[src/cache_geom_pkg.sv]
`default_nettype none

package cache_geom_pkg;

    // ********************
    // line geometry
    // ********************
    localparam int LINE_BYTES     = 32;
    localparam int WORD_BITS      = 32;
    localparam int WORDS_PER_LINE = LINE_BYTES * 8 / WORD_BITS;
    localparam int OFFSET_BITS    = $clog2(LINE_BYTES);   // byte offset within a line

    // one cache line, word view for loads, byte view for store merge
    typedef union packed {
        logic [WORDS_PER_LINE-1:0][WORD_BITS-1:0] words;
        logic [LINE_BYTES-1:0][7:0]               bytes;
    } line_u;

    typedef logic way_t;   // way number, two ways

endpackage

`default_nettype wire

[src/mem_bus_pkg.sv]
`default_nettype none

package mem_bus_pkg;
    import cache_geom_pkg::*;

    // core request, one word per access
    typedef struct packed {
        logic                   valid;
        logic                   is_store;
        logic [31:0]            addr;
        logic [WORD_BITS-1:0]   wdata;
        logic [WORD_BITS/8-1:0] strb;      // byte strobes for stores
    } cpu_req_t;

    // ********************
    // memory side, line sized
    // ********************
    typedef struct packed {
        logic        ren;
        logic [31:0] raddr;   // line aligned
    } mem_rd_t;

    typedef struct packed {
        logic [3:0]  wen;
        logic [31:0] waddr;
        line_u       wdata;
    } mem_wr_t;

endpackage

`default_nettype wire

[src/dcache_lookup.sv]
`default_nettype none

module dcache_lookup #(
    parameter int SET_BITS = 7
) (
    input  wire                        clk,
    input  wire                        rst,
    input  wire mem_bus_pkg::cpu_req_t req,
    input  wire                        stall,
    output mem_bus_pkg::cpu_req_t      stage,
    output logic [SET_BITS-1:0]        rd_index
);
    import cache_geom_pkg::*;

    logic [SET_BITS-1:0] req_set;
    logic [SET_BITS-1:0] stage_set;

    assign req_set   = req.addr[OFFSET_BITS +: SET_BITS];
    assign stage_set = stage.addr[OFFSET_BITS +: SET_BITS];

    // ********************
    // request stage
    // ********************
    always_ff @(posedge clk)
    begin
        if (!stall)
            stage <= req;   // payload follows the request
        if (rst)
            stage.valid <= 1'b0;
    end

    // while stalled the staged set is read again, so a refill shows up
    always_comb
    begin
        if (stall)
            rd_index = stage_set;
        else
            rd_index = req_set;
    end

endmodule

`default_nettype wire

[config.mk]
export PLATFORM = sky130hd
export DESIGN_NAME = dcache_lookup
export DESIGN_NICKNAME = d
export VERILOG_FILES = /design/src/cache_geom_pkg.sv /design/src/mem_bus_pkg.sv /design/src/dcache_lookup.sv
export SDC_FILE = /design/constraint.sdc
export NUM_CORES = 1
export LEC_CHECK = 0
export BUFFER_PORTS_ARGS = -buffer_cell sky130_fd_sc_hd__buf_4
export CELL_PAD_IN_SITES_DETAIL_PLACEMENT = 0
export CELL_PAD_IN_SITES_GLOBAL_PLACEMENT = 1
export CORE_MARGIN = 1.5
export CORE_UTILIZATION = 29
export DETAILED_ROUTE_END_ITERATION = 10
export MAX_ROUTING_LAYER = met4
export PLACE_DENSITY_LB_ADDON = 0.25
export SYNTH_ARGS = -nofsm -noshare
export SYNTH_HDL_FRONTEND = slang
export SYNTH_SLANG_ARGS = --single-unit
[constraint.sdc]
create_clock -name clk -period 2.1 [get_ports clk]
set_input_delay 0.105 -clock clk [delete_from_list [all_inputs] [get_ports clk]]
set_output_delay 0.105 -clock clk [all_outputs]
set_load 0.02 [all_outputs]
==> results by group, run 1 <==
Outcome
  • Outcome: finished, final reports clean

CTS
  • PostCTS Resize Cnt: 0
  • Max clock buf depth: 2
  • H-tree depth: 3
  • Total CTS buffers: 9
  • Worst-Skew Late Latency: 0.33 ns
  • CTS tree: built
  • CTS clk-pin slew, worst paths: 0.08 ns
  • Post-CTS Setup Inserts: 0
  • Root buf cell: clkbuf_8
  • CTS sink count: 70

Power and ir drop
  • P_leak: 1.88 nW
  • Power Dens Cells: 787 nW/um^2
  • Max VDD drop: 0.000491 V

Worst setup path
  • FF-to-FF path depth: 3
  • Crit start category: input pin
  • Most used cell, CP: buf_4
  • CP max FO: 2
  • Crit path kind: input pin to primary output
  • Critical Path End Type: primary output
  • R2R Path End: stage[69]$_SDFFE_PP0N_
  • Critical path depth: 4
  • Worst Setup SP: req[47]
  • Crit-path slowest cell: dlygate4sd3_1
  • Worst path bufs/invs: 3
  • Critical path endpoint: rd_index[6]
  • Worst reg2reg path startpoint: stage[69]$_SDFFE_PP0N_
  • Cell family with most CP delay: buffers and inverters
  • Critical path cell sequence: dlygate4sd3_1 -> buf_4 -> mux2_4 -> buf_4
  • Critical Path AT: 1.20 ns
  • WP data required: 2.00 ns
  • R2r setup slk: 0.97 ns
  • Max incr delay on CP: 0.54 ns

Global routing
  • Remaining global-route overflow: 0
  • Largest net degree at the start of global routing: 70
  • First-pass GRT wire length: 8640 um
  • Initial antenna violation count: 0
  • GRT Util Overall: 14.6%
  • Vias in the first global route: 1,751

STA
  • Setup TNS: 0 ns
  • Setup violators final: 0
  • Final setup skew: 0 ns
  • Slew margin rel.: 75.4%
  • Slew Limit Fails: 0
  • Worst-Margin Slew: 0.370 ns
  • RSZ-0062 raised after global routing: no
  • Fin crit period: 1.31 ns
  • Crit share post-route: 62.2%
  • Fmax: 0.766 GHz
  • Final Hold Vio Count: 0

Die
  • Die area: 8210 sq um
  • Die width: 90.6 um
  • # IOs: 150
  • Chip height: 90.6 um
  • Placeable Area: 7330 sq um
  • Initial Util: 30.4%
  • # rows: 31

Finish
  • Commonest non-fill, non-tap cell in the layout: buf_4
  • Most frequent cells in the layout: buf_4 (149), dlygate4sd3_1 (71), edfxtp_1 (69)
  • Largest Register: stage
  • Layout Area Growth over Synthesis: 97.8%
  • Top Registers: stage: 70 flops
  • Final #Nets: 385
  • ANT cells: 0
  • Core Util, Final: 60.0%
  • Share of layout cells above drive strength 1: 54.6%
  • Largest register FFs: 70

Routing
  • Post-route DRC: 0
  • Router iterations before antenna repair: 4
  • Vias per cell: 3.93
  • Routed Antenna Nets: 0
  • Vias: 1,635
  • Initial DRC Count: 80
  • Avg WL per Cell: 13.6 um
  • Drt total wl: 5640 um

Synth
  • Cell area after synthesis: 2230 sq um
  • Seq/Total Area, Yosys: 94.0%
  • Synthesis-stage register bit count: 70
  • Syn_area_per_cell: 27.5 sq um
  • Mapped Cells: 81
  • Synth warn: 0
  • Yosys cell types: 7
  • Syn_nets: 154

Run
  • Max cap viols: 0

Placed design
  • IO Port Bufs: 149
  • Placer Congestion: 0.690

Worst hold path
  • Hold path depth: 3
  • Hold/Removal Path Class: input pin to flop
## power by group
| part | switching (mW) | internal [mW] | leakage [nW] |
|---|---|---|---|
| registers | 0.0320 | 1.66 | 0.684 |
| logic | 0.275 | 0.333 | 1.09 |
| clock network | 0.500 | 0.667 | 0.106 |
| total | 0.807 | 2.66 | 1.88 |
## worst reg2reg max path: stages (launching register included)
cell and delay, ns:
dfxtp_1 0.31, mux2i_1 0.12, nor2_1 0.05, dlygate4sd3_1 0.54
## worst min-delay path by stage
stage            start                     end  slack (ns)
2_1_floorplan      rst  stage[69]$_SDFFE_PP0N_        0.18
3_3_place_gp       rst  stage[69]$_SDFFE_PP0N_        0.26
3_5_place_dp       rst  stage[69]$_SDFFE_PP0N_        0.27
4_1_cts          stall     stage[54]$_DFFE_PN_        0.45
5_1_grt        req[62]     stage[62]$_DFFE_PN_        0.46
6_report         stall     stage[68]$_DFFE_PN_        0.44
## logic make-up after synthesis
group / after synthesis / synth area share (%)
DFF: 70 / 94.0
buffers and inverters: 2 / 0.674
and+or+nand+nor: 1 / 0.168
muxes: 8 / 5.17
## layer usage
layer	vias to the layer above	GRT usage (%)	part of all wire, %
li1	783	-	-
met1	738	16.6	41
met2	103	22.7	49
met3	11	4.63	7.9
met4	0	8.60	2.3
met5	-	-	0
## layout make-up
cell class / instances / area (sq um)
Fill cell: 527 / 2930
Tap cell: 99 / 124
Sequential cell: 70 / 2090
Clock inverter: 6 / 86.3
Timing Repair Buffer: 221 / 1850
Multi-Input combinational cell: 9 / 119
Inverter: 1 / 3.75
Clock buffer: 10 / 128
## per-stage QoR
step / instances / area (sq um) / hold WS, ns / worst slack [ns] / total power, mW
after floorplan: 81 / 2230 / 0.177 / 0.0842 / 1.93
after global placement: 329 / 3480 / 0.260 / 1.05 / 2.22
after detailed placement: 329 / 3480 / 0.268 / 1.04 / 2.22
after CTS: 416 / 4400 / 0.450 / 0.795 / 3.50
after global routing: 416 / 4400 / 0.461 / 0.771 / 3.61
final: 416 / 4400 / 0.440 / 0.794 / 3.46
## synth_stat cells, drive strengths merged
library cell  instances  area (sq um)
edfxtp               69          2070
nor2                  1          3.75
mux2i                 1          10.0
mux2                  7           105
dfxtp                 1          20.0
inv                   1          3.75
buf                   1          11.3
## what timing repair did
| item | in CTS | in global routing |
|---|---|---|
| setup endpoints to repair | 0 | 0 |
| endpoints found under the hold margin | 70 | 0 |
| hold buffers | 71 | 0 |
Note: power is estimated with default switching activity, not from simulation.
==> inputs of run 2 (changes only) <==
- CORE_UTILIZATION: 29 -> 30
- clock period: 2.1 -> 1.3 ns (I/O delays scaled with it)
==> run 2 against run 1 <==
- clock skew did not move
- non-clock buffer count up 1
- final area down 1.1%
- largest power group unchanged
- cell count did not move
- die area down 3.2%
- sequential power grew 62%
- sequential share of layout area up 0.52 points
- clock power up 21%
- via count did not move
==> results by group, run 2 (synthesis gave the netlist of run 1 again) <==
Finish
  • Filler cell count: 569 (+8.0%)
  • Area occupied by multi-input gates: 119 sq um (unchanged)
  • Share of layout cells above drive strength 1: 53.9% (-0.63 points)
  • Final #Nets: 386 (+0.26%)
  • Largest register FFs: 70 (unchanged)
  • Layout Area Growth over Synthesis: 95.6%
  • Register area: 2090 sq um (unchanged)
  • Commonest non-fill, non-tap cell in the layout: buf_4
  • Most frequent cells in the layout: buf_4 (150), dlygate4sd3_1 (71), edfxtp_1 (69)
  • Top Registers: stage: 70 flops
  • Largest Register: stage
  • ANT cells: 0 (unchanged)

Routing
  • Router iterations before antenna repair: 4 (unchanged)
  • Avg WL per Cell: 14.0 um (+3.2%)
  • Vias per cell: 3.93 (unchanged)
  • Routed Antenna Nets: 0 (unchanged)
  • Post-route DRC: 0 (unchanged)
  • Vias: 1,635 (unchanged)
  • Drt total wl: 5820 um (+3.2%)
  • Initial DRC Count: 30 (-63%)

CTS
  • Worst-Skew Late Latency: 0.33 ns (about the same)
  • Max clock buf depth: 2 (unchanged)
  • PostCTS Resize Cnt: 0 (unchanged)
  • Total CTS buffers: 9 (unchanged)
  • # hold bufs at CTS: 71 (unchanged)
  • H-tree depth: 3 (unchanged)
  • CTS tree: built
  • CTS sink count: 70 (unchanged)
  • Root buf cell: clkbuf_8
  • CTS clk-pin slew, worst paths: 0.07 ns (about the same)
  • Post-CTS Setup Inserts: 0 (unchanged)

Power and ir drop
  • Total power: 5.14 mW (+48%)
  • Max VDD drop: 0.000721 V (+47%)
  • P_leak: 1.85 nW (-1.7%)
  • Power Dens Cells: 1180 nW/um^2 (+50%)

Worst hold path
  • Hold EP: stage[42]$_DFFE_PN_
  • Hold path depth: 3 (unchanged)
  • Hold/Removal Path Class: input pin to flop
  • Hold Startpoint: stall

STA
  • Setup TNS: 0 ns (unchanged)
  • Final Hold Vio Count: 0 (unchanged)
  • Setup WS post-layout: 0.0521 ns (-0.742 ns)
  • Final setup skew: 0 ns (unchanged)
  • RSZ-0062 raised after global routing: no
  • Fmax: 0.801 GHz
  • Crit share post-route: 96.0%
  • Fin crit period: 1.25 ns
  • Slew margin rel.: 80.9% (+5.5 points)
  • Worst hold slack: 0.408 ns (-0.0322 ns)
  • Setup violators final: 0 (unchanged)
  • Slew Limit Fails: 0 (unchanged)
  • Worst-Margin Slew: 0.287 ns (-0.0827 ns)

Worst setup path
  • Worst Setup SP: req[44]
  • Max incr delay on CP: 0.56 ns (+0.02 ns)
  • Critical path cell sequence: dlygate4sd3_1 -> buf_4 -> mux2_4 -> buf_4
  • FF-to-FF path depth: 3 (unchanged)
  • Cell family with most CP delay: buffers and inverters
  • Worst reg2reg path startpoint: stage[69]$_SDFFE_PP0N_
  • Most used cell, CP: buf_4
  • CP max FO: 2 (unchanged)
  • Critical path depth: 4 (unchanged)
  • R2R Path End: stage[69]$_SDFFE_PP0N_
  • Crit start category: input pin
  • Worst path bufs/invs: 3 (unchanged)
  • Crit-path slowest cell: dlygate4sd3_1
  • Critical Path AT: 1.18 ns (-0.02 ns)
  • R2r setup slk: 0.16 ns (-0.81 ns)
  • WP data required: 1.24 ns (-0.76 ns)
  • Critical Path End Type: primary output
  • Crit path kind: input pin to primary output

Global routing
  • GRT Util Overall: 15.2% (+0.61 points)
  • Initial antenna violation count: 0 (unchanged)
  • Remaining global-route overflow: 0 (unchanged)
  • Vias in the first global route: 1,705 (-2.6%)
  • First-pass GRT wire length: 8190 um (-5.2%)
  • Largest net degree at the start of global routing: 53 (-24%)

Die
  • Placeable Area: 7210 sq um (-1.6%)
  • # rows: 31 (unchanged)
  • Initial Util: 30.9% (+0.49 points)
  • Die area: 7950 sq um (-3.2%)
  • Die width: 89.1 um (-1.6%)
  • Chip height: 89.1 um (-1.6%)
  • # IOs: 150 (unchanged)

Placed design
  • IO Port Bufs: 149 (unchanged)
  • Post-DP HPWL: 3380 um
  • Pre-CTS worst setup slack: 0.325 ns (-0.712 ns)
  • Placer Congestion: 0.641 (-7.1%)

Outcome
  • Outcome: finished, final reports clean

Run
  • Max cap viols: 0 (unchanged)
==> run 2: worst max-delay path by stage <==
stage	end	slack [ns]
6_report	rd_index[3]	0.05
3_5_place_dp	stage[49]$_DFFE_PN_	0.32
2_1_floorplan	stage[0]$_DFFE_PN_	-0.26
3_3_place_gp	stage[49]$_DFFE_PN_	0.34
5_1_grt	rd_index[3]	0.02
4_1_cts	rd_index[4]	0.07
==> run 2: metal layers <==
| layer | vias to the layer above | GRT usage [%] | part of all wire [%] |
|---|---|---|---|
| met1 | 731 | 16.9 | 41 |
| met5 | - | - | 0 |
| met4 | 0 | 7.97 | 2.0 |
| li1 | 786 | - | - |
| met2 | 107 | 24.2 | 47 |
| met3 | 11 | 5.36 | 9.4 |
==> run 2: worst min-delay path: cells and delay by family <==
| kind | cells | cell delay (ns) |
|---|---|---|
| buf+inv | 3 | 0.50 |
==> run 2: per-stage QoR <==
step | util, % | instances | area (sq um)
floorplan | - | 81 | 2240
global placement | 48.4 | 330 | 3490
detailed placement | 48.4 | 330 | 3490
CTS | 60.4 | 416 | 4350
global route | 60.4 | 416 | 4350
finish | 60.4 | 416 | 4350
==> run 2: final cells by class <==
cell class	instances	area share, %
Timing Repair Buffer	222	42.6
Clock inverter	5	0.632
Tap cell	99	2.84
Inverter	1	0.172
Clock buffer	10	2.93
Multi-Input combinational cell	9	2.73
Sequential cell	70	48.0
==> run 2: where the power goes <==
group | total [mW] | switching, mW | internal, mW | leakage (nW)
logic | 0.990 | 0.449 | 0.541 | 1.09
clock network | 1.42 | 0.755 | 0.665 | 0.0732
registers | 2.73 | 0.0537 | 2.68 | 0.684
