## src/cache_geom_pkg.sv

```systemverilog
`default_nettype none

package cache_geom_pkg;

    // ********************
    // line geometry
    // ********************
    localparam int LINE_BYTES     = 32;
    localparam int WORD_BITS      = 32;
    localparam int WORDS_PER_LINE = LINE_BYTES * 8 / WORD_BITS;
    localparam int OFFSET_BITS    = $clog2(LINE_BYTES);   // byte offset within a line

    // one cache line, word view for loads, byte view for store merge
    typedef union packed {
        logic [WORDS_PER_LINE-1:0][WORD_BITS-1:0] words;
        logic [LINE_BYTES-1:0][7:0]               bytes;
    } line_u;

    typedef logic way_t;   // way number, two ways

endpackage

`default_nettype wire

```

## src/mem_bus_pkg.sv

```systemverilog
`default_nettype none

package mem_bus_pkg;
    import cache_geom_pkg::*;

    // core request, one word per access
    typedef struct packed {
        logic                   valid;
        logic                   is_store;
        logic [31:0]            addr;
        logic [WORD_BITS-1:0]   wdata;
        logic [WORD_BITS/8-1:0] strb;      // byte strobes for stores
    } cpu_req_t;

    // ********************
    // memory side, line sized
    // ********************
    typedef struct packed {
        logic        ren;
        logic [31:0] raddr;   // line aligned
    } mem_rd_t;

    typedef struct packed {
        logic [3:0]  wen;
        logic [31:0] waddr;
        line_u       wdata;
    } mem_wr_t;

endpackage

`default_nettype wire

```

## src/dcache_hit_stage.sv

```systemverilog
`default_nettype none

module dcache_hit_stage #(
    parameter  int SET_BITS = 7,
    localparam int TAG_W    = 33 - SET_BITS - cache_geom_pkg::OFFSET_BITS
) (
    input  wire                        clk,
    input  wire                        rst,
    input  wire mem_bus_pkg::cpu_req_t stage,
    input  wire [TAG_W-1:0]            tag0,
    input  wire [TAG_W-1:0]            tag1,
    input  wire cache_geom_pkg::line_u line0,
    input  wire cache_geom_pkg::line_u line1,
    input  wire                        refill,
    input  wire cache_geom_pkg::way_t  refill_way,
    input  wire cache_geom_pkg::line_u mem_rdata,
    output logic                       hit,
    output cache_geom_pkg::way_t       hit_way,
    output logic                       tag_en0,
    output logic                       tag_en1,
    output logic [31:0]                byte_en0,
    output logic [31:0]                byte_en1,
    output cache_geom_pkg::line_u      wr_line,
    output logic [31:0]                rdata,
    output logic                       rdata_valid
);
    import cache_geom_pkg::*;

    logic [TAG_W-1:0]       cmp_tag;
    logic                   hit0;
    logic                   hit1;
    logic [OFFSET_BITS-3:0] word_off;
    line_u                  hit_line;
    line_u                  store_line;
    line_u                  merged;
    logic [LINE_BYTES-1:0]  byte_mask;
    logic                   store_we;
    logic                   refill_q;

    assign cmp_tag  = {1'b1, stage.addr[31 -: TAG_W-1]};   // valid bit + address tag
    assign hit0     = stage.valid && tag0 == cmp_tag;
    assign hit1     = stage.valid && tag1 == cmp_tag;
    assign hit      = hit0 || hit1;
    assign hit_way  = hit1;
    assign hit_line = hit1 ? line1 : line0;
    assign word_off = stage.addr[OFFSET_BITS-1:2];

    // ********************
    // store merge
    // ********************
    assign byte_mask  = LINE_BYTES'(stage.strb) << {word_off, 2'b00};
    assign store_line = {WORDS_PER_LINE{stage.wdata}};   // store word in every slot

    always_comb
    begin
        for (int b = 0; b < LINE_BYTES; b++)
            merged.bytes[b] = byte_mask[b] ? store_line.bytes[b] : hit_line.bytes[b];
    end

    // the cycle after a refill sees the forwarded line, controller still busy
    assign store_we = hit && stage.is_store && !refill_q;
    assign tag_en0  = refill && !refill_way;
    assign tag_en1  = refill && refill_way;
    assign byte_en0 = tag_en0 ? '1 : ((store_we && !hit_way) ? byte_mask : '0);
    assign byte_en1 = tag_en1 ? '1 : ((store_we && hit_way) ? byte_mask : '0);
    assign wr_line  = refill ? mem_rdata : merged;

    always_ff @(posedge clk)
    begin
        if (hit && !stage.is_store)
            rdata <= hit_line.words[word_off];
        if (rst)
        begin
            rdata_valid <= 1'b0;
            refill_q    <= 1'b0;
        end
        else
        begin
            rdata_valid <= hit && !stage.is_store && !refill_q;
            refill_q    <= refill;   // high in the REFILL cycle
        end
    end

endmodule

`default_nettype wire

```

## config.mk

```make
export PLATFORM = sky130hd
export DESIGN_NAME = dcache_hit_stage
export DESIGN_NICKNAME = d
export VERILOG_FILES = /design/src/cache_geom_pkg.sv /design/src/mem_bus_pkg.sv /design/src/dcache_hit_stage.sv
export SDC_FILE = /design/constraint.sdc
export NUM_CORES = 1
export LEC_CHECK = 0
export ABC_CLOCK_PERIOD_IN_PS = 4200
export BUFFER_PORTS_ARGS = -buffer_cell sky130_fd_sc_hd__buf_2
export CORE_AREA = 2 2 484 486
export DETAILED_ROUTE_END_ITERATION = 10
export DIE_AREA = 0 0 486 488
export HOLD_SLACK_MARGIN = 0.12
export PLACE_DENSITY_LB_ADDON = 0.25
export SLEW_MARGIN = 20
export SYNTH_ARGS = -nofsm -noshare
export SYNTH_HDL_FRONTEND = slang
export SYNTH_SLANG_ARGS = --single-unit
export TNS_END_PERCENT = 20
```

## constraint.sdc

```tcl
create_clock -name clk -period 4.2 [get_ports clk]
set_input_delay 0.42 -clock clk [delete_from_list [all_inputs] [get_ports clk]]
set_output_delay 0.42 -clock clk [all_outputs]
set_load 0.05 [all_outputs]
```

==> results of run 1 <==
==> per-stage QoR <==
step / area [sq um] / TNS, ns / setup WS, ns
finish: 28720 / 0 / 0.1454
global route: 28630 / 0 / 0.01671
CTS: 28540 / 0 / 0.1283
detailed placement: 28400 / -0.2368 / -0.1919
global placement: 28400 / -0.2387 / -0.2047
floorplan: 16650 / 0 / 0.6574
==> registers in the layout, summed over array words and instances, names as in the netlist <==
register     cells
rdata           32
rdata_valid      1
refill_q         1
==> worst min path at each step <==
stage,start,end,cells past startpoint
2_1_floorplan,refill_q,rdata_valid,1
3_3_place_gp,refill_q,rdata_valid,1
3_5_place_dp,refill_q,rdata_valid,1
4_1_cts,rst,refill_q,2
5_1_grt,rst,refill_q,2
6_report,rst,refill_q,2
==> metal layers <==
| metal | vias to the layer above | global-route usage [%] | routed length, um |
|---|---|---|---|
| li1 | 12707 | - | - |
| met1 | 14352 | 22.17 | 93630 |
| met2 | 1855 | 28.87 | 100700 |
| met3 | 296 | 6.423 | 22180 |
| met4 | 54 | 6.610 | 8557 |
| met5 | - | 0.4082 | 337 |
==> cell families (layout without fill, tap and decap cells) <==
| logic type | Yosys count | after routing | share of synthesized area, % |
|---|---|---|---|
| AO/OA/AOI/OAI | 1087 | 1087 | 45.34 |
| XOR/XNOR | 40 | 40 | 2.104 |
| flip-flops | 34 | 34 | 6.013 |
| other | 0 | 69 | 0 |
| buffers and inverters | 366 | 1484 | 9.395 |
| AND/OR/NAND/NOR | 1286 | 1286 | 37.14 |
==> cells in the final DEF (no fill, tap or decap), types with 3 or more instances in the layout <==
cell	netlist	layout
sky130_fd_sc_hd__nor2_4	0	3
sky130_fd_sc_hd__nor2_1	273	263
sky130_fd_sc_hd__nand2b_1	263	262
sky130_fd_sc_hd__o21ai_1	88	88
sky130_fd_sc_hd__nand4_1	36	36
sky130_fd_sc_hd__nor3_2	0	4
sky130_fd_sc_hd__nor2_2	0	7
sky130_fd_sc_hd__nor4_1	8	8
sky130_fd_sc_hd__a21o_1	127	127
sky130_fd_sc_hd__nand2_2	1	3
sky130_fd_sc_hd__edfxtp_1	32	32
sky130_fd_sc_hd__nand2_1	407	402
sky130_fd_sc_hd__nor2b_1	8	6
sky130_fd_sc_hd__xnor2_1	5	5
sky130_fd_sc_hd__buf_2	62	1168
sky130_fd_sc_hd__a22oi_1	128	128
sky130_fd_sc_hd__o31ai_1	125	125
sky130_fd_sc_hd__xor2_1	35	35
sky130_fd_sc_hd__a211oi_1	254	254
sky130_fd_sc_hd__clkbuf_16	0	5
sky130_fd_sc_hd__nand3_1	145	141
sky130_fd_sc_hd__o21ai_0	232	232
sky130_fd_sc_hd__diode_2	0	69
sky130_fd_sc_hd__and3_1	129	129
sky130_fd_sc_hd__o31ai_2	4	4
sky130_fd_sc_hd__a311oi_1	127	127
sky130_fd_sc_hd__buf_4	26	206
sky130_fd_sc_hd__inv_1	4	4
sky130_fd_sc_hd__nor4_2	4	4
sky130_fd_sc_hd__nand3_2	1	5
sky130_fd_sc_hd__nor3_1	8	4
sky130_fd_sc_hd__buf_12	0	97
==> synthesized netlist by cell type, drive strengths merged <==
master  count  area (sq um)
edfxtp     32         960.9
a21o      127         953.4
buf       124         655.6
dfxtp       2         40.04
and2        2         12.51
nand4      36         225.2
a22oi     128         960.9
xor2       35         306.5
a211oi    256          1932
inv         4         15.01
and4        1         8.760
xnor2       5         43.79
a311oi    127          1112
clkbuf    238         893.4
nor2b       8         50.05
nand3     146         735.7
and3      129         807.0
nor3        8         40.04
nand2b    263          1645
nor4       12         100.1
nor2      273          1025
nand2     408          1534
o31ai     129         988.4
o21ai     320          1602
==> final cells by class <==
type                    instances  area (sq um)
repair buffers               1473          9364
inverters                       4         15.01
multi-input cells            2413         14220
diodes                         69         172.7
well taps                    3043          3807
clock buffers                   7         132.6
fillers                     27434        203200
flip-flops and latches         34          1001
==> report_power, final <==
part | switching [uW] | leakage, uW | internal (uW)
logic | 2470 | 0.0123 | 1080
clock network | 350 | 0.0000644 | 224
registers | 0.213 | 0.000284 | 377
==> repair_timing <==
action	in CTS	in global routing
endpoints found under the setup margin	2	0
resized for setup	2	0
hold endpoints to repair	0	0
==> flow_results.xml, run 1 <==
<?xml version="1.0" encoding="UTF-8"?>
<metrics>
  <group name="grt">
    <metric name="gr-total-overflow" unit="">0</metric>
    <metric name="via_count_of_the_first_global_routing_pass" unit="">27853</metric>
    <metric name="grt_first_pass_wirelength" unit="mm">284.7</metric>
    <metric name="grt_start_max_net_pins" unit="">124</metric>
    <metric name="overall_track_demand_over_capacity_in_global_routing" unit="%">18.08</metric>
    <metric name="antenna_found_initial" unit="">128</metric>
  </group>
  <group name="finish">
    <metric name="area_overhead_vs_synth" unit="%">72.50</metric>
    <metric name="share_of_final_layout_standard_cells_stronger_than_drive_strength_1" unit="%">38.64</metric>
    <metric name="nets" unit="">4815</metric>
    <metric name="end_of_flow_core_utilization" unit="%">12.38</metric>
    <metric name="instances_no_fill" unit="">7043</metric>
  </group>
  <group name="floorplanning">
    <metric name="start_util" unit="%">7.180</metric>
    <metric name="core_region_area" unit="sq um">231900</metric>
    <metric name="std_cell_rows" unit="">177</metric>
    <metric name="fp.dieH" unit="um">488</metric>
    <metric name="io_pins" unit="">1241</metric>
    <metric name="dieWidth" unit="um">486</metric>
    <metric name="fp.dieArea" unit="sq um">237200</metric>
  </group>
  <group name="pwr">
    <metric name="p_leak" unit="uW">0.01268</metric>
    <metric name="vdd_ir_drop_max" unit="uV">132.1</metric>
    <metric name="power.density_cell_area" unit="nW/um^2">156.7</metric>
    <metric name="power.total" unit="uW">4499</metric>
  </group>
  <group name="sta">
    <metric name="timing.max_slew.rel_slack" unit="%">32.53</metric>
    <metric name="grt_setup_unrepaired" unit="">false</metric>
    <metric name="fmaxAchievable" unit="MHz">246.6</metric>
    <metric name="post-route-min-period" unit="ns">4.055</metric>
    <metric name="final-max-slew-violation-count" unit="">0</metric>
    <metric name="hold_violations" unit="">0</metric>
    <metric name="fin_hold_ws" unit="ns">0.1871</metric>
    <metric name="clock_skew" unit="ns">0.0002017</metric>
    <metric name="timing_worst_slew_pin_value" unit="ns">1.012</metric>
    <metric name="setup_viol_count_final" unit="">0</metric>
    <metric name="period_share" unit="%">96.54</metric>
  </group>
  <group name="clock_network">
    <metric name="max-clock-path-buffers" unit="">2</metric>
    <metric name="ctsHtreeMaxLevel" unit="">2</metric>
    <metric name="post_cts_hold_buffer_count" unit="">0</metric>
    <metric name="clk_latency" unit="ns">0.39</metric>
    <metric name="cts_made_buffers" unit="">5</metric>
    <metric name="post_cts_repair_timing_setup_buffer_count" unit="">0</metric>
    <metric name="clk_pin_slew_worst_paths" unit="ns">0.10</metric>
    <metric name="ctsRootBufferMaster" unit="">sky130_fd_sc_hd__clkbuf_16</metric>
    <metric name="clock_sink_count" unit="">34</metric>
    <metric name="cts_tree" unit="">built</metric>
  </group>
  <group name="job">
    <metric name="max_cap_check_violation_count" unit="">0</metric>
  </group>
  <group name="setup_path">
    <metric name="crit_buf_inv" unit="">5</metric>
    <metric name="critPathSlowestCell" unit="">sky130_fd_sc_hd__a311oi_1</metric>
    <metric name="critical_path_capture_point" unit="">wr_line[45]</metric>
    <metric name="crit_path_max_incr_delay" unit="ns">0.80</metric>
    <metric name="criticalPathCategory" unit="">in -&gt; out</metric>
    <metric name="r2r_slack" unit="ns">3.45</metric>
    <metric name="end_of_the_worst_register_to_register_path" unit="">rdata_valid</metric>
    <metric name="capturing_element_type_of_the_critical_path" unit="">output port</metric>
    <metric name="wp_data_required" unit="ns">3.78</metric>
    <metric name="largest_delay_share_family_worst_path" unit="">buffers and inverters</metric>
    <metric name="timing.critical_path.from_type" unit="">input pin</metric>
    <metric name="reg2reg_from" unit="">refill_q</metric>
    <metric name="cp_common_cell" unit="">sky130_fd_sc_hd__buf_12</metric>
    <metric name="critPathMaxFanout" unit="">47</metric>
    <metric name="depth_of_the_critical_timing_path_with_buffers_and_inverters_included" unit="">11</metric>
    <metric name="crit_chain" unit="">buf_2 &gt; xor2_1 &gt; nor4_2 &gt; and2_4 &gt; buf_12 &gt; buf_12 &gt; nand3_1 &gt; a311oi_1 &gt; buf_4 &gt; a21o_1 &gt; buf_12</metric>
    <metric name="worst_setup_path_startpoint" unit="">stage[48]</metric>
    <metric name="critPathArrivalTime" unit="ns">3.63</metric>
    <metric name="worst-r2r-cell-count" unit="">1</metric>
  </group>
  <group name="synthesis">
    <metric name="synth_seq_area_share" unit="%">6.013</metric>
    <metric name="post_synth_num_cell_types" unit="">33</metric>
    <metric name="syn-cell-area" unit="sq um">16650</metric>
    <metric name="synthesis.instances" unit="">2813</metric>
    <metric name="synth_seq_cells" unit="">34</metric>
    <metric name="mean_syn_cell_area" unit="sq um">5.918</metric>
    <metric name="syn-num-nets" unit="">3697</metric>
    <metric name="synth-warning-count" unit="">0</metric>
  </group>
  <group name="routing">
    <metric name="routed_wire_length_per_instance" unit="um">32.01</metric>
    <metric name="dr.first_iter.drc_count" unit="">2364</metric>
    <metric name="wl" unit="mm">225.4</metric>
    <metric name="via_count" unit="">29264</metric>
    <metric name="drtPass1Iterations" unit="">6</metric>
    <metric name="detail_route.drc_violations" unit="">0</metric>
    <metric name="antenna_violating_nets_post_route" unit="">0</metric>
    <metric name="post_drt_via_cell_ratio" unit="">4.155</metric>
  </group>
  <group name="place">
    <metric name="io_buffers" unit="">1231</metric>
    <metric name="post-place-cells" unit="">6967</metric>
    <metric name="globalplace.congestion" unit="">0.9136</metric>
    <metric name="place_hpwl" unit="mm">189.1</metric>
  </group>
  <group name="outcome">
    <metric name="status" unit="">finished clean</metric>
  </group>
  <group name="min_path">
    <metric name="hold_class" unit="">in -&gt; reg</metric>
  </group>
</metrics>
Note: power is estimated with default switching activity, not from simulation.
==> run 2: changes to the inputs <==
CORE_AREA = 2 2 488 490   (was 2 2 484 486)
DIE_AREA = 0 0 490 492   (was 0 0 486 488)
HOLD_SLACK_MARGIN = 0.06   (was 0.12)
==> flow_results.xml, run 2 (synthesis gave the netlist of run 1 again) <==
<?xml version="1.0" encoding="UTF-8"?>
<metrics>
  <group name="routing">
    <metric name="dr.first_iter.drc_count" unit="">2875</metric>
    <metric name="antenna_violating_nets_post_route" unit="">0</metric>
    <metric name="detail_route.drc_violations" unit="">0</metric>
    <metric name="post_drt_via_cell_ratio" unit="">4.085</metric>
    <metric name="drtPass1Iterations" unit="">5</metric>
    <metric name="wl" unit="mm">225.7</metric>
    <metric name="via_count" unit="">29237</metric>
    <metric name="routed_wire_length_per_instance" unit="um">31.53</metric>
  </group>
  <group name="job">
    <metric name="max_cap_check_violation_count" unit="">0</metric>
  </group>
  <group name="place">
    <metric name="post-place-cells" unit="">7106</metric>
    <metric name="place_hpwl" unit="mm">190.9</metric>
    <metric name="globalplace.congestion" unit="">0.9477</metric>
    <metric name="io_buffers" unit="">1231</metric>
    <metric name="place_ws" unit="ns">-0.01242</metric>
  </group>
  <group name="pwr">
    <metric name="pwr-share-comb" unit="%">78.8</metric>
    <metric name="power.density_cell_area" unit="nW/um^2">156.6</metric>
    <metric name="share_seq_of_total_power" unit="%">8.3</metric>
    <metric name="netSwitchingFraction" unit="%">62.11</metric>
    <metric name="p_leak" unit="uW">0.01281</metric>
    <metric name="p_switching" unit="uW">2826</metric>
    <metric name="power.total" unit="uW">4549</metric>
    <metric name="clock_power_share" unit="%">12.9</metric>
    <metric name="vdd_ir_drop_max" unit="uV">151.8</metric>
    <metric name="p_int" unit="uW">1724</metric>
  </group>
  <group name="setup_path">
    <metric name="criticalPathCategory" unit="">in -&gt; out</metric>
    <metric name="crit_path_max_incr_delay" unit="ns">1.00</metric>
    <metric name="timing.critical_path.from_type" unit="">input pin</metric>
    <metric name="crit_buf_inv" unit="">4</metric>
    <metric name="r2r_slack" unit="ns">3.46</metric>
    <metric name="wp_data_required" unit="ns">3.78</metric>
    <metric name="worst-r2r-cell-count" unit="">1</metric>
    <metric name="critPathMaxFanout" unit="">69</metric>
    <metric name="cp_common_cell" unit="">sky130_fd_sc_hd__buf_2</metric>
    <metric name="largest_delay_share_family_worst_path" unit="">compound AO/OA/AOI/OAI gates</metric>
    <metric name="capturing_element_type_of_the_critical_path" unit="">output port</metric>
    <metric name="critical_path_capture_point" unit="">wr_line[6]</metric>
    <metric name="critPathSlowestCell" unit="">sky130_fd_sc_hd__a211oi_1</metric>
    <metric name="critPathArrivalTime" unit="ns">3.72</metric>
    <metric name="worst_setup_path_startpoint" unit="">stage[53]</metric>
    <metric name="end_of_the_worst_register_to_register_path" unit="">rdata_valid</metric>
    <metric name="reg2reg_from" unit="">refill_q</metric>
    <metric name="depth_of_the_critical_timing_path_with_buffers_and_inverters_included" unit="">10</metric>
    <metric name="crit_chain" unit="">buf_2 &gt; xor2_1 &gt; nor4_2 &gt; buf_4 &gt; and4_4 &gt; nand2_8 &gt; buf_12 &gt; a211oi_1 &gt; o31ai_1 &gt; buf_2</metric>
  </group>
  <group name="sta">
    <metric name="clock_skew" unit="ns">0.0002005</metric>
    <metric name="grt_setup_unrepaired" unit="">false</metric>
    <metric name="post-route-worst-setup-slack" unit="ns">0.06475</metric>
    <metric name="setup_viol_count_final" unit="">0</metric>
    <metric name="final-max-slew-violation-count" unit="">0</metric>
    <metric name="finalSetupTns" unit="ns">0</metric>
    <metric name="hold_violations" unit="">0</metric>
    <metric name="period_share" unit="%">98.46</metric>
    <metric name="timing.max_slew.rel_slack" unit="%">28.80</metric>
    <metric name="timing_worst_slew_pin_value" unit="ns">1.062</metric>
    <metric name="fmaxAchievable" unit="MHz">241.8</metric>
    <metric name="post-route-min-period" unit="ns">4.135</metric>
  </group>
  <group name="floorplanning">
    <metric name="start_util" unit="%">7.045</metric>
    <metric name="fp.dieH" unit="um">492</metric>
    <metric name="io_pins" unit="">1241</metric>
    <metric name="dieWidth" unit="um">490</metric>
    <metric name="fp.dieArea" unit="sq um">241100</metric>
    <metric name="std_cell_rows" unit="">179</metric>
    <metric name="core_region_area" unit="sq um">236300</metric>
  </group>
  <group name="clock_network">
    <metric name="post_cts_hold_buffer_count" unit="">0</metric>
    <metric name="clk_latency" unit="ns">0.40</metric>
    <metric name="ctsRootBufferMaster" unit="">sky130_fd_sc_hd__clkbuf_16</metric>
    <metric name="clock_sink_count" unit="">34</metric>
    <metric name="ctsHtreeMaxLevel" unit="">2</metric>
    <metric name="cts_made_buffers" unit="">5</metric>
    <metric name="cts_tree" unit="">built</metric>
    <metric name="clk_pin_slew_worst_paths" unit="ns">0.11</metric>
    <metric name="max-clock-path-buffers" unit="">2</metric>
  </group>
  <group name="finish">
    <metric name="area_overhead_vs_synth" unit="%">74.49</metric>
    <metric name="instances_no_fill" unit="">7157</metric>
    <metric name="final_cell_mix" unit="">sky130_fd_sc_hd__buf_2 (1157), sky130_fd_sc_hd__nand2_1 (403), sky130_fd_sc_hd__nor2_1 (263)</metric>
    <metric name="flip_flop_count_of_the_largest_register_after_layout" unit="">32</metric>
    <metric name="final.fill_count" unit="">27896</metric>
    <metric name="layout.cells.most_common" unit="">sky130_fd_sc_hd__buf_2</metric>
    <metric name="reg_top3" unit="">rdata (32), rdata_valid (1), refill_q (1)</metric>
    <metric name="share_of_final_layout_standard_cells_stronger_than_drive_strength_1" unit="%">38.88</metric>
    <metric name="nets" unit="">4831</metric>
    <metric name="largest_register" unit="">rdata</metric>
  </group>
  <group name="grt">
    <metric name="via_count_of_the_first_global_routing_pass" unit="">28058</metric>
    <metric name="overall_track_demand_over_capacity_in_global_routing" unit="%">17.81</metric>
    <metric name="gr-total-overflow" unit="">0</metric>
    <metric name="grt_start_max_net_pins" unit="">133</metric>
    <metric name="antenna_found_initial" unit="">116</metric>
    <metric name="grt_first_pass_wirelength" unit="mm">286.6</metric>
  </group>
  <group name="min_path">
    <metric name="hold_class" unit="">in -&gt; reg</metric>
  </group>
  <group name="outcome">
    <metric name="status" unit="">finished clean</metric>
  </group>
</metrics>
[run 2: layout make-up]
cell class                      instances  area, sq um  share of cell area (%)
Antenna cell                           42        105.1                  0.3618
Multi-Input combinational cell       2413        14220                   48.96
Sequential cell                        34         1001                   3.446
Timing Repair Buffer                 1489         9607                   33.07
Tap cell                             3167         3963                   13.64
Inverter                                4        15.01                 0.05169
Clock buffer                            8        136.4                  0.4695
[run 2: worst min path at each step]
stage	start	to	depth (start not counted)	slack, ns
after CTS	rst	refill_q	2	0.16
after global routing	rst	refill_q	2	0.19
after floorplan	refill_q	rdata_valid	1	0.40
after detailed placement	refill_q	rdata_valid	1	0.43
after global placement	refill_q	rdata_valid	1	0.43
final	rst	refill_q	2	0.21
[run 2: power groups by stage]
stage	Clock [uW]	Sequential [uW]	Combinational (uW)
floorplan	0	385	1710
global placement	0	385	3610
detailed placement	0	385	3610
CTS	663	377	3620
global route	648	377	3770
finish	587	377	3590
[run 2: stage by stage]
stage          utilization (%)  area, sq um  hold slack (ns)
2_1_floorplan                -        16650           0.3978
3_3_place_gp             12.18        28770           0.4269
3_5_place_dp             12.18        28770           0.4287
4_1_cts                  12.24        28920           0.1593
5_1_grt                  12.27        29000           0.1919
6_report                 12.29        29050           0.2086
[run 2: what timing repair did]
action	4_1_cts	5_1_grt
setup endpoints to repair	1	0
gates resized for setup	1	0
setup buffers	0	0
[run 2: metal layers]
layer  vias to the layer above  wire length, um  global-route usage (%)
met5                         -              381                       0
met4                        60             7618                   5.475
met3                       299            20660                   5.622
met2                      1851           102700                   29.08
met1                     14335            94310                   22.16
li1                      12692                -                       -
