### config.mk
export PLATFORM = sky130hd
export DESIGN_NAME = dcache_miss_ctrl
export DESIGN_NICKNAME = d
export VERILOG_FILES = /design/src/cache_geom_pkg.sv /design/src/mem_bus_pkg.sv /design/src/dcache_miss_ctrl.sv
export SDC_FILE = /design/constraint.sdc
export NUM_CORES = 1
export LEC_CHECK = 0
export BUFFER_PORTS_ARGS = -buffer_cell sky130_fd_sc_hd__buf_2
export CORE_AREA = 5 5 371 373
export DETAILED_ROUTE_END_ITERATION = 8
export DIE_AREA = 0 0 376 378
export HOLD_SLACK_MARGIN = 0.15
export PLACE_DENSITY = 0.43
export SETUP_SLACK_MARGIN = 0.3
export SYNTH_ARGS = -nofsm -noshare
export SYNTH_HDL_FRONTEND = slang
export SYNTH_SLANG_ARGS = --single-unit
### constraint.sdc
create_clock -name clk -period 13 [get_ports clk]
set_input_delay 1.3 -clock clk [delete_from_list [all_inputs] [get_ports clk]]
set_output_delay 1.3 -clock clk [all_outputs]
set_load 0.1 [all_outputs]
### src/cache_geom_pkg.sv
`default_nettype none

package cache_geom_pkg;

    // ********************
    // line geometry
    // ********************
    localparam int LINE_BYTES     = 32;
    localparam int WORD_BITS      = 32;
    localparam int WORDS_PER_LINE = LINE_BYTES * 8 / WORD_BITS;
    localparam int OFFSET_BITS    = $clog2(LINE_BYTES);   // byte offset within a line

    // one cache line, word view for loads, byte view for store merge
    typedef union packed {
        logic [WORDS_PER_LINE-1:0][WORD_BITS-1:0] words;
        logic [LINE_BYTES-1:0][7:0]               bytes;
    } line_u;

    typedef logic way_t;   // way number, two ways

endpackage

`default_nettype wire

### src/mem_bus_pkg.sv
`default_nettype none

package mem_bus_pkg;
    import cache_geom_pkg::*;

    // core request, one word per access
    typedef struct packed {
        logic                   valid;
        logic                   is_store;
        logic [31:0]            addr;
        logic [WORD_BITS-1:0]   wdata;
        logic [WORD_BITS/8-1:0] strb;      // byte strobes for stores
    } cpu_req_t;

    // ********************
    // memory side, line sized
    // ********************
    typedef struct packed {
        logic        ren;
        logic [31:0] raddr;   // line aligned
    } mem_rd_t;

    typedef struct packed {
        logic [3:0]  wen;
        logic [31:0] waddr;
        line_u       wdata;
    } mem_wr_t;

endpackage

`default_nettype wire

### src/dcache_miss_ctrl.sv
`default_nettype none

module dcache_miss_ctrl #(
    parameter  int SET_BITS = 7,
    localparam int TAG_W    = 33 - SET_BITS - cache_geom_pkg::OFFSET_BITS
) (
    input  wire                        clk,
    input  wire                        rst,
    input  wire mem_bus_pkg::cpu_req_t stage,
    input  wire                        hit,
    input  wire cache_geom_pkg::way_t  hit_way,
    input  wire [TAG_W-1:0]            tag0,
    input  wire [TAG_W-1:0]            tag1,
    input  wire cache_geom_pkg::line_u line0,
    input  wire cache_geom_pkg::line_u line1,
    output logic                       ready,
    output logic                       refill,
    output cache_geom_pkg::way_t       refill_way,
    output mem_bus_pkg::mem_rd_t       mem_rd,
    input  wire                        mem_rrdy,
    input  wire                        mem_ren_received,
    input  wire                        mem_rvalid,
    output mem_bus_pkg::mem_wr_t       mem_wr,
    input  wire                        mem_wrdy,
    input  wire                        mem_write_finish
);
    import cache_geom_pkg::*;

    localparam int SETS = 1 << SET_BITS;

    typedef enum logic [1:0] {IDLE, WRITEBACK, FETCH, REFILL} state_t;

    state_t               state;
    state_t               next_state;
    logic [SETS-1:0]      use_q;      // way to replace next
    logic [SETS-1:0][1:0] dirty_q;
    logic [SET_BITS-1:0]  set;
    way_t                 victim;
    logic [TAG_W-2:0]     victim_tag;
    logic                 miss;
    logic                 wr_sent;
    logic                 rd_sent;

    assign set        = stage.addr[OFFSET_BITS +: SET_BITS];
    assign victim     = use_q[set];
    assign victim_tag = victim ? tag1[TAG_W-2:0] : tag0[TAG_W-2:0];
    assign refill_way = victim;
    assign miss       = stage.valid && !hit;
    assign refill     = state == FETCH && mem_rvalid;
    assign ready      = state == IDLE && !miss;

    // ********************
    // miss FSM
    // ********************
    always_comb
    begin
        next_state = state;
        case (state)
            IDLE:
                if (miss)
                    next_state = dirty_q[set][victim] ? WRITEBACK : FETCH;
            WRITEBACK:
                if (wr_sent && mem_write_finish)
                    next_state = FETCH;
            FETCH:
                if (mem_rvalid)
                    next_state = REFILL;
            default:
                next_state = IDLE;   // REFILL, one cycle
        endcase
    end

    always_ff @(posedge clk)
    begin
        if (state == WRITEBACK && mem_wrdy && !wr_sent)
        begin
            mem_wr.waddr <= {victim_tag, set, {OFFSET_BITS{1'b0}}};
            mem_wr.wdata <= victim ? line1 : line0;
        end
        if (state == FETCH && mem_rrdy && !rd_sent)
            mem_rd.raddr <= {stage.addr[31:OFFSET_BITS], {OFFSET_BITS{1'b0}}};
        if (rst)
        begin
            state      <= IDLE;
            use_q      <= '0;
            dirty_q    <= '0;
            wr_sent    <= 1'b0;
            rd_sent    <= 1'b0;
            mem_rd.ren <= 1'b0;
            mem_wr.wen <= '0;
        end
        else
        begin
            state      <= next_state;
            mem_wr.wen <= '0;   // single cycle pulse
            if (state == IDLE && stage.valid && hit)
            begin
                use_q[set] <= !hit_way;
                if (stage.is_store)
                    dirty_q[set][hit_way] <= 1'b1;
            end
            if (state == WRITEBACK)
            begin
                if (mem_wrdy && !wr_sent)
                begin
                    mem_wr.wen <= '1;
                    wr_sent    <= 1'b1;
                end
                if (wr_sent && mem_write_finish)
                    wr_sent <= 1'b0;
            end
            if (state == FETCH)
            begin
                if (mem_rrdy && !rd_sent)
                begin
                    mem_rd.ren <= 1'b1;
                    rd_sent    <= 1'b1;
                end
                else if (mem_ren_received)
                    mem_rd.ren <= 1'b0;
                if (mem_rvalid)
                begin
                    mem_rd.ren           <= 1'b0;
                    rd_sent              <= 1'b0;
                    dirty_q[set][victim] <= 1'b0;   // fresh line is clean
                end
            end
        end
    end

endmodule

`default_nettype wire

==> results of run 1 <==
[final timing paths]
check	from	endpoint	slack (ns)	cells past startpoint
max reg2reg	state[1]	mem_wr[229]	8.54	7
min reg2reg	mem_rd[32]	mem_rd[32]	0.51	2
max	stage[41]	refill_way	6.32	10
min	mem_rd[32]	mem_rd[32]	0.51	2
[power breakdown]
group,leakage [nW],switching (mW),internal (mW)
Combinational,7.05,1.22,0.285
Sequential,5.95,0.0850,2.45
Clock,1.43,1.06,1.47
[kinds of logic after synthesis]
group,share of synthesized area
mux,0.143
compound gates,0.214
simple gates,0.0408
fa+ha+maj,0.00160
flops,0.548
other cells,0.000120
buf+inv,0.0518
[area by class of cell]
type / count / area (µm²) / area share
inverters: 10 / 37.5 / 0.000933
diodes: 22 / 55.1 / 0.00137
clock buffers: 131 / 2590 / 0.0644
well taps: 1781 / 2230 / 0.0554
multi-input cells: 1576 / 12700 / 0.317
flip-flops and latches: 700 / 17100 / 0.426
repair buffers: 975 / 5120 / 0.127
clock inverters: 33 / 337 / 0.00837
[worst max-delay path, delay by kind of cell]
family | cells | cell delay, ns
AO/OA/AOI/OAI | 4 | 0.92
buffers and inverters | 4 | 1.94
AND/OR/NAND/NOR | 2 | 1.11
[cells in the final DEF, fill, tap and decap left out, drive strengths merged, types with 7 or more instances in the layout]
cell	n
inv	13
nor2b	10
mux2	294
nor2	50
a22o	9
a21o	7
a21oi	414
conb	10
nand2b	8
buf	975
and3	14
edfxtp	310
nor3	23
mux4	19
nand3	8
a31oi	44
dfxtp	390
nor4	14
o21ai	25
or2	35
a221oi	54
a22oi	29
a211oi	181
mux2i	28
diode	22
clkbuf	131
a221o	9
a311oi	176
nand2	43
clkinv	24
[state kept, by name, summed over array words and instances, names as in the netlist]
signal,count
dirty_q,256
state,2
mem_rd,28
mem_wr,284
use_q,128
wr_sent,1
rd_sent,1
[metrics by stage]
stage	instance area, µm²	hold WS [ns]	util	total power, mW
5_1_grt	40200	0.535	0.299	6.76
6_report	40200	0.510	0.300	6.56
4_1_cts	40200	0.512	0.299	6.64
3_5_place_dp	37200	0.504	0.277	4.08
3_3_place_gp	37200	0.500	0.277	4.09
2_1_floorplan	31200	0.485	-	3.62
[per-layer routing]
layer,share of wire,wire [µm]
met2,0.44,76300
met1,0.44,75100
met4,0.027,4670
met5,0.00059,101
met3,0.094,16300
==> run_results.csv, run 1 <==
group,metric,value,unit
place,dp_hpwl,125000,µm
run_status,status,"finished, final reports clean",
place,pre_cts_ws,6.18,ns
finish,finalNetCount,3988,
clock_tree,hold_buffers,0,
timing,rsz0062_at_grt,"false",
timing,slew_headroom,0.114,
global_routing,grt_pass1_vias,25100,
drt,via_per_inst,5.16,
drt,vias,27000,
logic_synthesis,synth_area_per_cell,12.0,µm²
logic_synthesis,synth_seq_area_share,0.548,
timing,finalMaxSlewViolations,0,
global_routing,grt.busiest_layer,"met2",
logic_synthesis,synth_seq_cells,700,
global_routing,globalRouteOverflowTotal,0,
floorplanning,die_h,378,µm
drt,first_iter_violations,3232,
logic_synthesis,synth_edf_count,310,
critical_path,endpoint_kind,"primary output",
worst_hold_path,hp-class,"register to register",
power_and_ir_drop,power_density,163,nW/µm²
critical_path,worstSetupStartpointType,"input pin",
critical_path,path_class,"input pin to primary output",
timing,fin_crit_sh,0.514,
floorplanning,dieArea,142000,µm²
clock_tree,cts_setup_buffers,0,
logic_synthesis,synth_top_cell_by_area,"edfxtp_1",
logic_synthesis,yosys.cell_types.count,76,
critical_path,crit_fanout,92,
finish,stdcell_count,5228,
place,post-place-cells,5042,
logic_synthesis,ys_top_cells_by_count,"414 x a21oi_1, 390 x dfxtp_1, 310 x edfxtp_1",
logic_synthesis,synth.most_common_cell,"a21oi_1",
critical_path,arrival,5.38,ns
place,portBuffers,907,
global_routing,gr-usage-met1,0.320,
place,place.gp.congestion,0.907,
finish,syn2layout_area_growth,28.9,%
floorplanning,core,134000,µm²
critical_path,worst_path_most_repeated_cell,"buf_4",
logic_synthesis,ys.flop_type,"dfxtp_1",
global_routing,grtUsageTotal,0.230,
clock_tree,cts_tree,"built",
critical_path,required,11.70,ns
floorplanning,num_rows,135,
timing,finalHoldViolCount,0,
logic_synthesis,syn_area,31200,µm²
drt,ant_nets,0,
clock_tree,cts_buffer_depth,3,
floorplanning,initial_core_util,0.232,
drt,drt_first_pass_iters,6,
global_routing,antenna_found_initial,86,
clock_tree,cts_buffers,88,
timing,worst_pin_slew,1.33,ns
timing,setup_violations,0,
flow_run,drv_cap,0,
global_routing,grt_pass1_wl,226000,µm
timing,skew,0.0208,ns
clock_tree,clock-sinks,700,
global_routing,grt_max_degree,188,
logic_synthesis,synthTopCellsByArea,"edfxtp_1 30%, dfxtp_1 25%, a21oi_1 6.6%, mux2_2 6.2%, mux2_4 5.7%",
power_and_ir_drop,ir_drop,0.000102,V
floorplanning,die_x,376,µm
logic_synthesis,synth_top_cell_area_share,0.298,
critical_path,critPathMaxStageDelay,0.90,ns
global_routing,grt_use_met3,0.0666,
finish,nFillCells,14000,
global_routing,globalRouteMet2Util,0.351,
clock_tree,cts.repair.resized,0,
finish,drive_gt1_frac,0.437,
drt,wirelength,172000,µm
critical_path,cp_slowest_cell,"nor2b_2",
timing,setup_slack,6.32,ns
timing,setup_tns,0,ns
clock_tree,clock_latency,0.68,ns
drt,drc,0,
timing,period_minus_slack,6.68,ns
logic_synthesis,synthCells,2608,
logic_synthesis,ys_async_sr_fraction,0,
clock_tree,cts.clk_slew.worst_paths,0.06,ns
critical_path,critical_path.cell_chain,"buf_4 -> buf_4 -> nor2b_2 -> a221oi_1 -> o21ai_0 -> o211ai_1 -> a21oi_1 -> nand4b_1 -> buf_12 -> buf_2",
clock_tree,htree_levels,3,
clock_tree,clock-root-buffer,"clkbuf_16",
logic_synthesis,synth_warnings,0,
floorplanning,io-pin-count,961,
drt,post_drt_wl_per_cell,33.0,µm
power_and_ir_drop,leakage,14.4,nW
timing,fmax,0.150,GHz
No activity file was read; power rests on OpenSTA's default activity.
==> run 2: changes to the inputs <==
==> constraint.sdc (replaced) <==
create_clock -name clk -period 5.7 [get_ports clk]
set_input_delay 0.57 -clock clk [delete_from_list [all_inputs] [get_ports clk]]
set_output_delay 0.57 -clock clk [all_outputs]
set_load 0.1 [all_outputs]
==> run 2 against run 1 <==
Total power is 130% higher. Setup slack worse by 5.2 ns. Core utilization grew 2.9 points. Critical endpoint unchanged. Combinational power increased by 140%. The flow now finishes with violations (capacitance limit). Sequential power rose by 130%. Sequential share of layout area is 3.7 points lower. Highest routed layer unchanged.
==> run_results.csv, run 2 (same netlist as run 1, synthesis figures left out) <==
group,metric,value,unit
global_routing,grt_pass1_wl,234000,µm
drt,wl_met3,17000,µm
clock_tree,clock-root-buffer,"clkbuf_16",
timing,rsz0062_at_grt,"false",
worst_hold_path,hp-class,"input pin to register",
clock_tree,htree_levels,3,
finish,regMostFlops,"mem_wr",
power_and_ir_drop,leakage,16.0,nW
critical_path,critPathMaxStageDelay,0.99,ns
timing,finalHoldViolCount,0,
timing,fmax,0.220,GHz
timing,period_minus_slack,4.55,ns
clock_tree,clock-sinks,700,
floorplanning,core,134000,µm²
clock_tree,cts_buffers,87,
critical_path,required,5.13,ns
drt,met2_length,78700,µm
critical_path,regToRegStartpoint,"use_q[39]",
timing,fin_crit_sh,0.799,
drt,via_per_inst,5.08,
timing,worst_pin_slew,1.48,ns
global_routing,globalRouteOverflowTotal,0,
critical_path,critical_path.cell_chain,"buf_4 -> nor2b_2 -> a221oi_1 -> o21ai_0 -> o211ai_1 -> a21oi_1 -> nand4b_1 -> buf_12 -> buf_2",
worst_hold_path,hold_start,"stage[67]",
critical_path,crit_buf_inv,3,
drt,drt-met1-wl,78100,µm
timing,setup_tns,0,ns
power_and_ir_drop,power_density,344,nW/µm²
place,portBuffers,907,
timing,skew,0.0477,ns
drt,vias,28500,
critical_path,r2r_setup_slack,1.99,ns
drt,drc,0,
floorplanning,dieArea,142000,µm²
flow_run,drv_cap,1,
clock_tree,cts.clk_slew.worst_paths,0.06,ns
clock_tree,cts_buffer_depth,3,
finish,finalNetCount,4370,
run_status,violations,"capacitance limit",
clock_tree,cts_setup_buffers,0,
timing,slew_headroom,0.00780,
timing,setup_violations,0,
drt,top_layer,"met5",
clock_tree,clock_latency,0.70,ns
finish,top_regs,"mem_wr (284), dirty_q (256), use_q (128)",
floorplanning,die_x,376,µm
global_routing,grt_pass1_vias,26900,
critical_path,path_class,"input pin to primary output",
finish,layout_common_cells,"902 x buf_2, 414 x a21oi_1, 390 x dfxtp_1",
drt,first_iter_violations,3059,
clock_tree,cts_tree,"built",
place,place.gp.congestion,0.934,
finish,drive_gt1_frac,0.396,
critical_path,rr_worst_depth,10,
floorplanning,num_rows,135,
floorplanning,io-pin-count,961,
finish,syn2layout_area_growth,41.2,%
clock_tree,cts.repair.resized,0,
place,dp_hpwl,130000,µm
critical_path,arrival,3.98,ns
drt,wirelength,179000,µm
timing,finalMaxSlewViolations,0,
floorplanning,initial_core_util,0.232,
critical_path,endpoint_kind,"primary output",
worst_hold_path,hold_depth,1,
global_routing,grt_max_degree,149,
drt,post_drt_wl_per_cell,31.8,µm
worst_hold_path,holdPathEnd,"mem_rd[31]",
critical_path,critPathTopFamily,"simple AND/OR/NAND/NOR gates",
drt,ant_nets,0,
global_routing,grtUsageTotal,0.237,
finish,mostFrequentLayoutCell,"buf_2",
critical_path,r2r-end,"mem_wr[199]",
finish,largest_reg_flops,284,
global_routing,antenna_found_initial,83,
power_and_ir_drop,ir_drop,0.000228,V
critical_path,crit_fanout,35,
critical_path,cp_slowest_cell,"nor2b_2",
drt,drt_first_pass_iters,7,
clock_tree,hold_buffers,361,
critical_path,worstSetupStartpointType,"input pin",
timing,timing.hold.ws,0.164,ns
floorplanning,die_h,378,µm
run_status,status,"finished, violations left",
-- run 2: cell types whose count changed in the layout (fill, tap and decap cells not counted), moves of 2 or more --
cell,delta
dlygate4sd3_1,+361
diode_2,+18
buf_4,+12
buf_12,+10
clkinv_2,-5
clkinv_1,+4
clkbuf_16,-3
clkinv_4,-3
clkbuf_1,+2
nor3_2,+2
-- run 2: how the worst max path moves through the flow --
stage | start | end | slack [ns] | cells past startpoint
after CTS | stage[41] | refill_way | 1.14 | 9
after global placement | stage[41] | refill_way | 1.15 | 9
after detailed placement | stage[41] | refill_way | 1.14 | 9
after global routing | stage[41] | refill_way | 1.07 | 9
final | stage[41] | refill_way | 1.15 | 9
after floorplan | state[1] | mem_wr[0] | 0.38 | 4
-- run 2: area by class of cell --
cell class,instances,area [µm²]
Clock buffer,129,2510
Antenna cell,40,100
Sequential cell,700,17100
Inverter,10,37.5
Tap cell,1781,2230
Clock inverter,29,332
Timing Repair Buffer,1358,9020
Multi-Input combinational cell,1576,12700
Fill cell,13800,90200
-- run 2: where the power goes --
| part | switching [mW] | internal (mW) | total, mW |
|---|---|---|---|
| sequential | 0.273 | 5.59 | 5.87 |
| clock | 2.38 | 3.28 | 5.65 |
| combinational | 2.77 | 0.879 | 3.65 |
-- run 2: metal layers --
metal	vias up	global-route usage
met5	-	0
met4	20	0.0701
met3	221	0.0727
met2	1497	0.360
met1	14200	0.325
li1	12600	-
-- run 2: metrics by stage --
step           instances  instance area, µm²   util  setup slack, ns  power, mW
2_1_floorplan       2617               31300      -            0.376       8.22
4_1_cts             5583               44000  0.327             1.14       15.3
5_1_grt             5594               44000  0.328             1.07       15.6
3_3_place_gp        5064               37500  0.279             1.15       9.35
3_5_place_dp        5064               37500  0.279             1.14       9.33
6_report            5623               44100  0.328             1.15       15.2
==> run 3: changes to the inputs <==
--- a/config.mk
+++ b/config.mk
@@ -10,7 +10,7 @@
 export DETAILED_ROUTE_END_ITERATION = 8
 export DIE_AREA = 0 0 376 378
 export HOLD_SLACK_MARGIN = 0.15
-export PLACE_DENSITY = 0.43
+export PLACE_DENSITY = 0.42
 export SETUP_SLACK_MARGIN = 0.3
 export SYNTH_ARGS = -nofsm -noshare
 export SYNTH_HDL_FRONTEND = slang
==> constraint.sdc (replaced) <==
create_clock -name clk -period 4.8 [get_ports clk]
set_input_delay 0.48 -clock clk [delete_from_list [all_inputs] [get_ports clk]]
set_output_delay 0.48 -clock clk [all_outputs]
set_load 0.1 [all_outputs]
==> run 3 against run 2 <==
The run now ends clean. Core utilization rose by 2.0 points. Largest power group is now clock. Count of clock-buffer cells in the layout stayed put. Clock power up 26%. First-iteration DRC count fell by 14%. Clock skew about the same. Critical endpoint is now mem_wr[47]. Non-clock buffer count up 251. Wire length up 1.1%. Die area did not move. Final area grew 6.0%.
==> run_results.csv, run 3 (same netlist as run 1, synthesis figures left out) <==
group,metric,value,unit
global_routing,grt_max_degree,125,
power_and_ir_drop,power_frac_clock,0.380,
power_and_ir_drop,leakage,17.3,nW
global_routing,globalRouteOverflowTotal,0,
finish,multi_input_area,12800,µm²
timing,rsz0062_at_grt,"false",
power_and_ir_drop,ir_drop,0.000258,V
finish,syn2layout_area_growth,49.7,%
finish,top_regs,"mem_wr (284), dirty_q (256), use_q (128)",
clock_tree,cts_setup_buffers,0,
global_routing,gr-usage-met1,0.339,
drt,ant_nets,0,
finish,finish.utilization,0.348,
critical_path,arrival,4.27,ns
drt,drc,0,
floorplanning,io-pin-count,961,
timing,setup_slack,0.985,ns
critical_path,worst_path_most_repeated_cell,"buf_12",
clock_tree,cts.clk_slew.worst_paths,0.06,ns
critical_path,endpoint_kind,"register",
place,pre_cts_ws,0.675,ns
finish,regMostFlops,"mem_wr",
place,place.gp.congestion,0.893,
clock_tree,cts_tree,"built",
power_and_ir_drop,switching_share,0.351,
timing,setup_violations,0,
timing,worst_pin_slew,1.29,ns
critical_path,crit_start,"stage[42]",
critical_path,r2r_setup_slack,1.28,ns
critical_path,regToRegStartpoint,"use_q[2]",
finish,final_cell_area,46700,µm²
run_status,status,"finished, final reports clean",
floorplanning,initial_core_util,0.232,
timing,finalHoldViolCount,0,
power_and_ir_drop,total_power,18.7,mW
clock_tree,clock-root-buffer,"clkbuf_16",
drt,via_per_inst,5.00,
power_and_ir_drop,seq_power_share,0.373,
critical_path,path_class,"input pin to register",
critical_path,required,5.25,ns
finish,finalNetCount,4624,
critical_path,cp.depth,12,
global_routing,grt_pass1_wl,240000,µm
critical_path,critPathTopFamily,"buffers and inverters",
global_routing,grt.busiest_layer,"met2",
power_and_ir_drop,combPwrFrac,0.247,
timing,fmax,0.262,GHz
place,post-place-cells,5121,
finish,drive_gt1_frac,0.390,
power_and_ir_drop,p_int,12.1,mW
finish,layout_common_cells,"901 x buf_2, 555 x dlygate4sd3_1, 414 x a21oi_1",
floorplanning,die_x,376,µm
global_routing,antenna_found_initial,64,
drt,first_iter_violations,2639,
clock_tree,clock_latency,0.72,ns
place,placed_area,38100,µm²
clock_tree,clock-sinks,700,
drt,drt_first_pass_iters,6,
global_routing,grt_pass1_vias,28400,
power_and_ir_drop,power_density,400,nW/µm²
global_routing,grtUsageTotal,0.241,
clock_tree,cts_buffers,90,
critical_path,worstSetupStartpointType,"input pin",
critical_path,critical_path.cell_chain,"buf_4 -> nor2b_2 -> a221oi_1 -> o21ai_0 -> o211ai_1 -> a21oi_1 -> nand4b_1 -> buf_12 -> buf_12 -> buf_12 -> mux2_2 -> dlygate4sd3_1",
floorplanning,core,134000,µm²
timing,finalMaxSlewViolations,0,
clock_tree,cts_buffer_depth,3,
critical_path,rr_worst_depth,11,
power_and_ir_drop,p_sw,6.57,mW
global_routing,globalRouteMet2Util,0.365,
finish,nFillCells,13600,
worst_hold_path,hp-class,"input pin to register",
global_routing,grt_use_met3,0.0571,
floorplanning,dieArea,142000,µm²
place,dp_hpwl,131000,µm
critical_path,r2r-end,"mem_wr[101]",
finish,stdcell_count,5860,
timing,slew_headroom,0.132,
drt,wirelength,181000,µm
flow_run,drv_cap,0,
clock_tree,htree_levels,3,
finish,mostFrequentLayoutCell,"buf_2",
timing,timing.hold.ws,0.183,ns
critical_path,cp_slowest_cell,"nor2b_2",
drt,vias,29300,
timing,period_minus_slack,3.81,ns
floorplanning,num_rows,135,
critical_path,critPathCapture,"mem_wr[47]",
drt,post_drt_wl_per_cell,30.9,µm
critical_path,crit_fanout,26,
critical_path,crit_buf_inv,5,
place,portBuffers,907,
timing,fin_crit_sh,0.795,
finish,largest_reg_flops,284,
critical_path,critPathMaxStageDelay,0.70,ns
timing,skew,0.0480,ns
finish,regArea,17100,µm²
timing,setup_tns,0,ns
floorplanning,die_h,378,µm
[run 3: worst min path at each step]
stage                     from     endpoint  slack, ns  depth (start not counted)
detailed placement  mem_rd[32]   mem_rd[32]       0.50                          2
global placement    mem_rd[32]   mem_rd[32]       0.49                          2
CTS                  line0[76]   mem_wr[76]       0.15                          2
finish              line1[245]  mem_wr[245]       0.18                          2
floorplan             use_q[2]     use_q[2]       0.49                          2
global route        line1[240]  mem_wr[240]       0.16                          2
[run 3: repair_timing]
action	4_1_cts	5_1_grt
setup endpoints to repair	0	0
hold endpoints to repair	294	1
gates resized for setup	0	0
hold buffers	554	1
[run 3: layout make-up]
class | instances | share of cell area
Antenna cell | 19 | 0.00102
Clock buffer | 129 | 0.0541
Clock inverter | 36 | 0.0113
Inverter | 10 | 0.000803
Multi-Input combinational cell | 1576 | 0.273
Sequential cell | 700 | 0.366
Tap cell | 1781 | 0.0477
Timing Repair Buffer | 1609 | 0.246
[run 3: power by group through the flow]
| stage | Combinational (mW) | Clock, mW | Sequential (mW) |
|---|---|---|---|
| 6_report | 4.61 | 7.10 | 6.98 |
| 5_1_grt | 4.74 | 7.53 | 6.99 |
| 4_1_cts | 4.61 | 7.28 | 6.97 |
| 3_5_place_dp | 4.09 | 0 | 7.08 |
| 3_3_place_gp | 4.11 | 0 | 7.09 |
| 2_1_floorplan | 1.05 | 0 | 8.72 |
[run 3: layer usage]
layer	share of wire	vias up
met5	0.00036	-
met4	0.034	10
met3	0.085	221
met1	0.44	14700
met2	0.44	1357
li1	-	13100
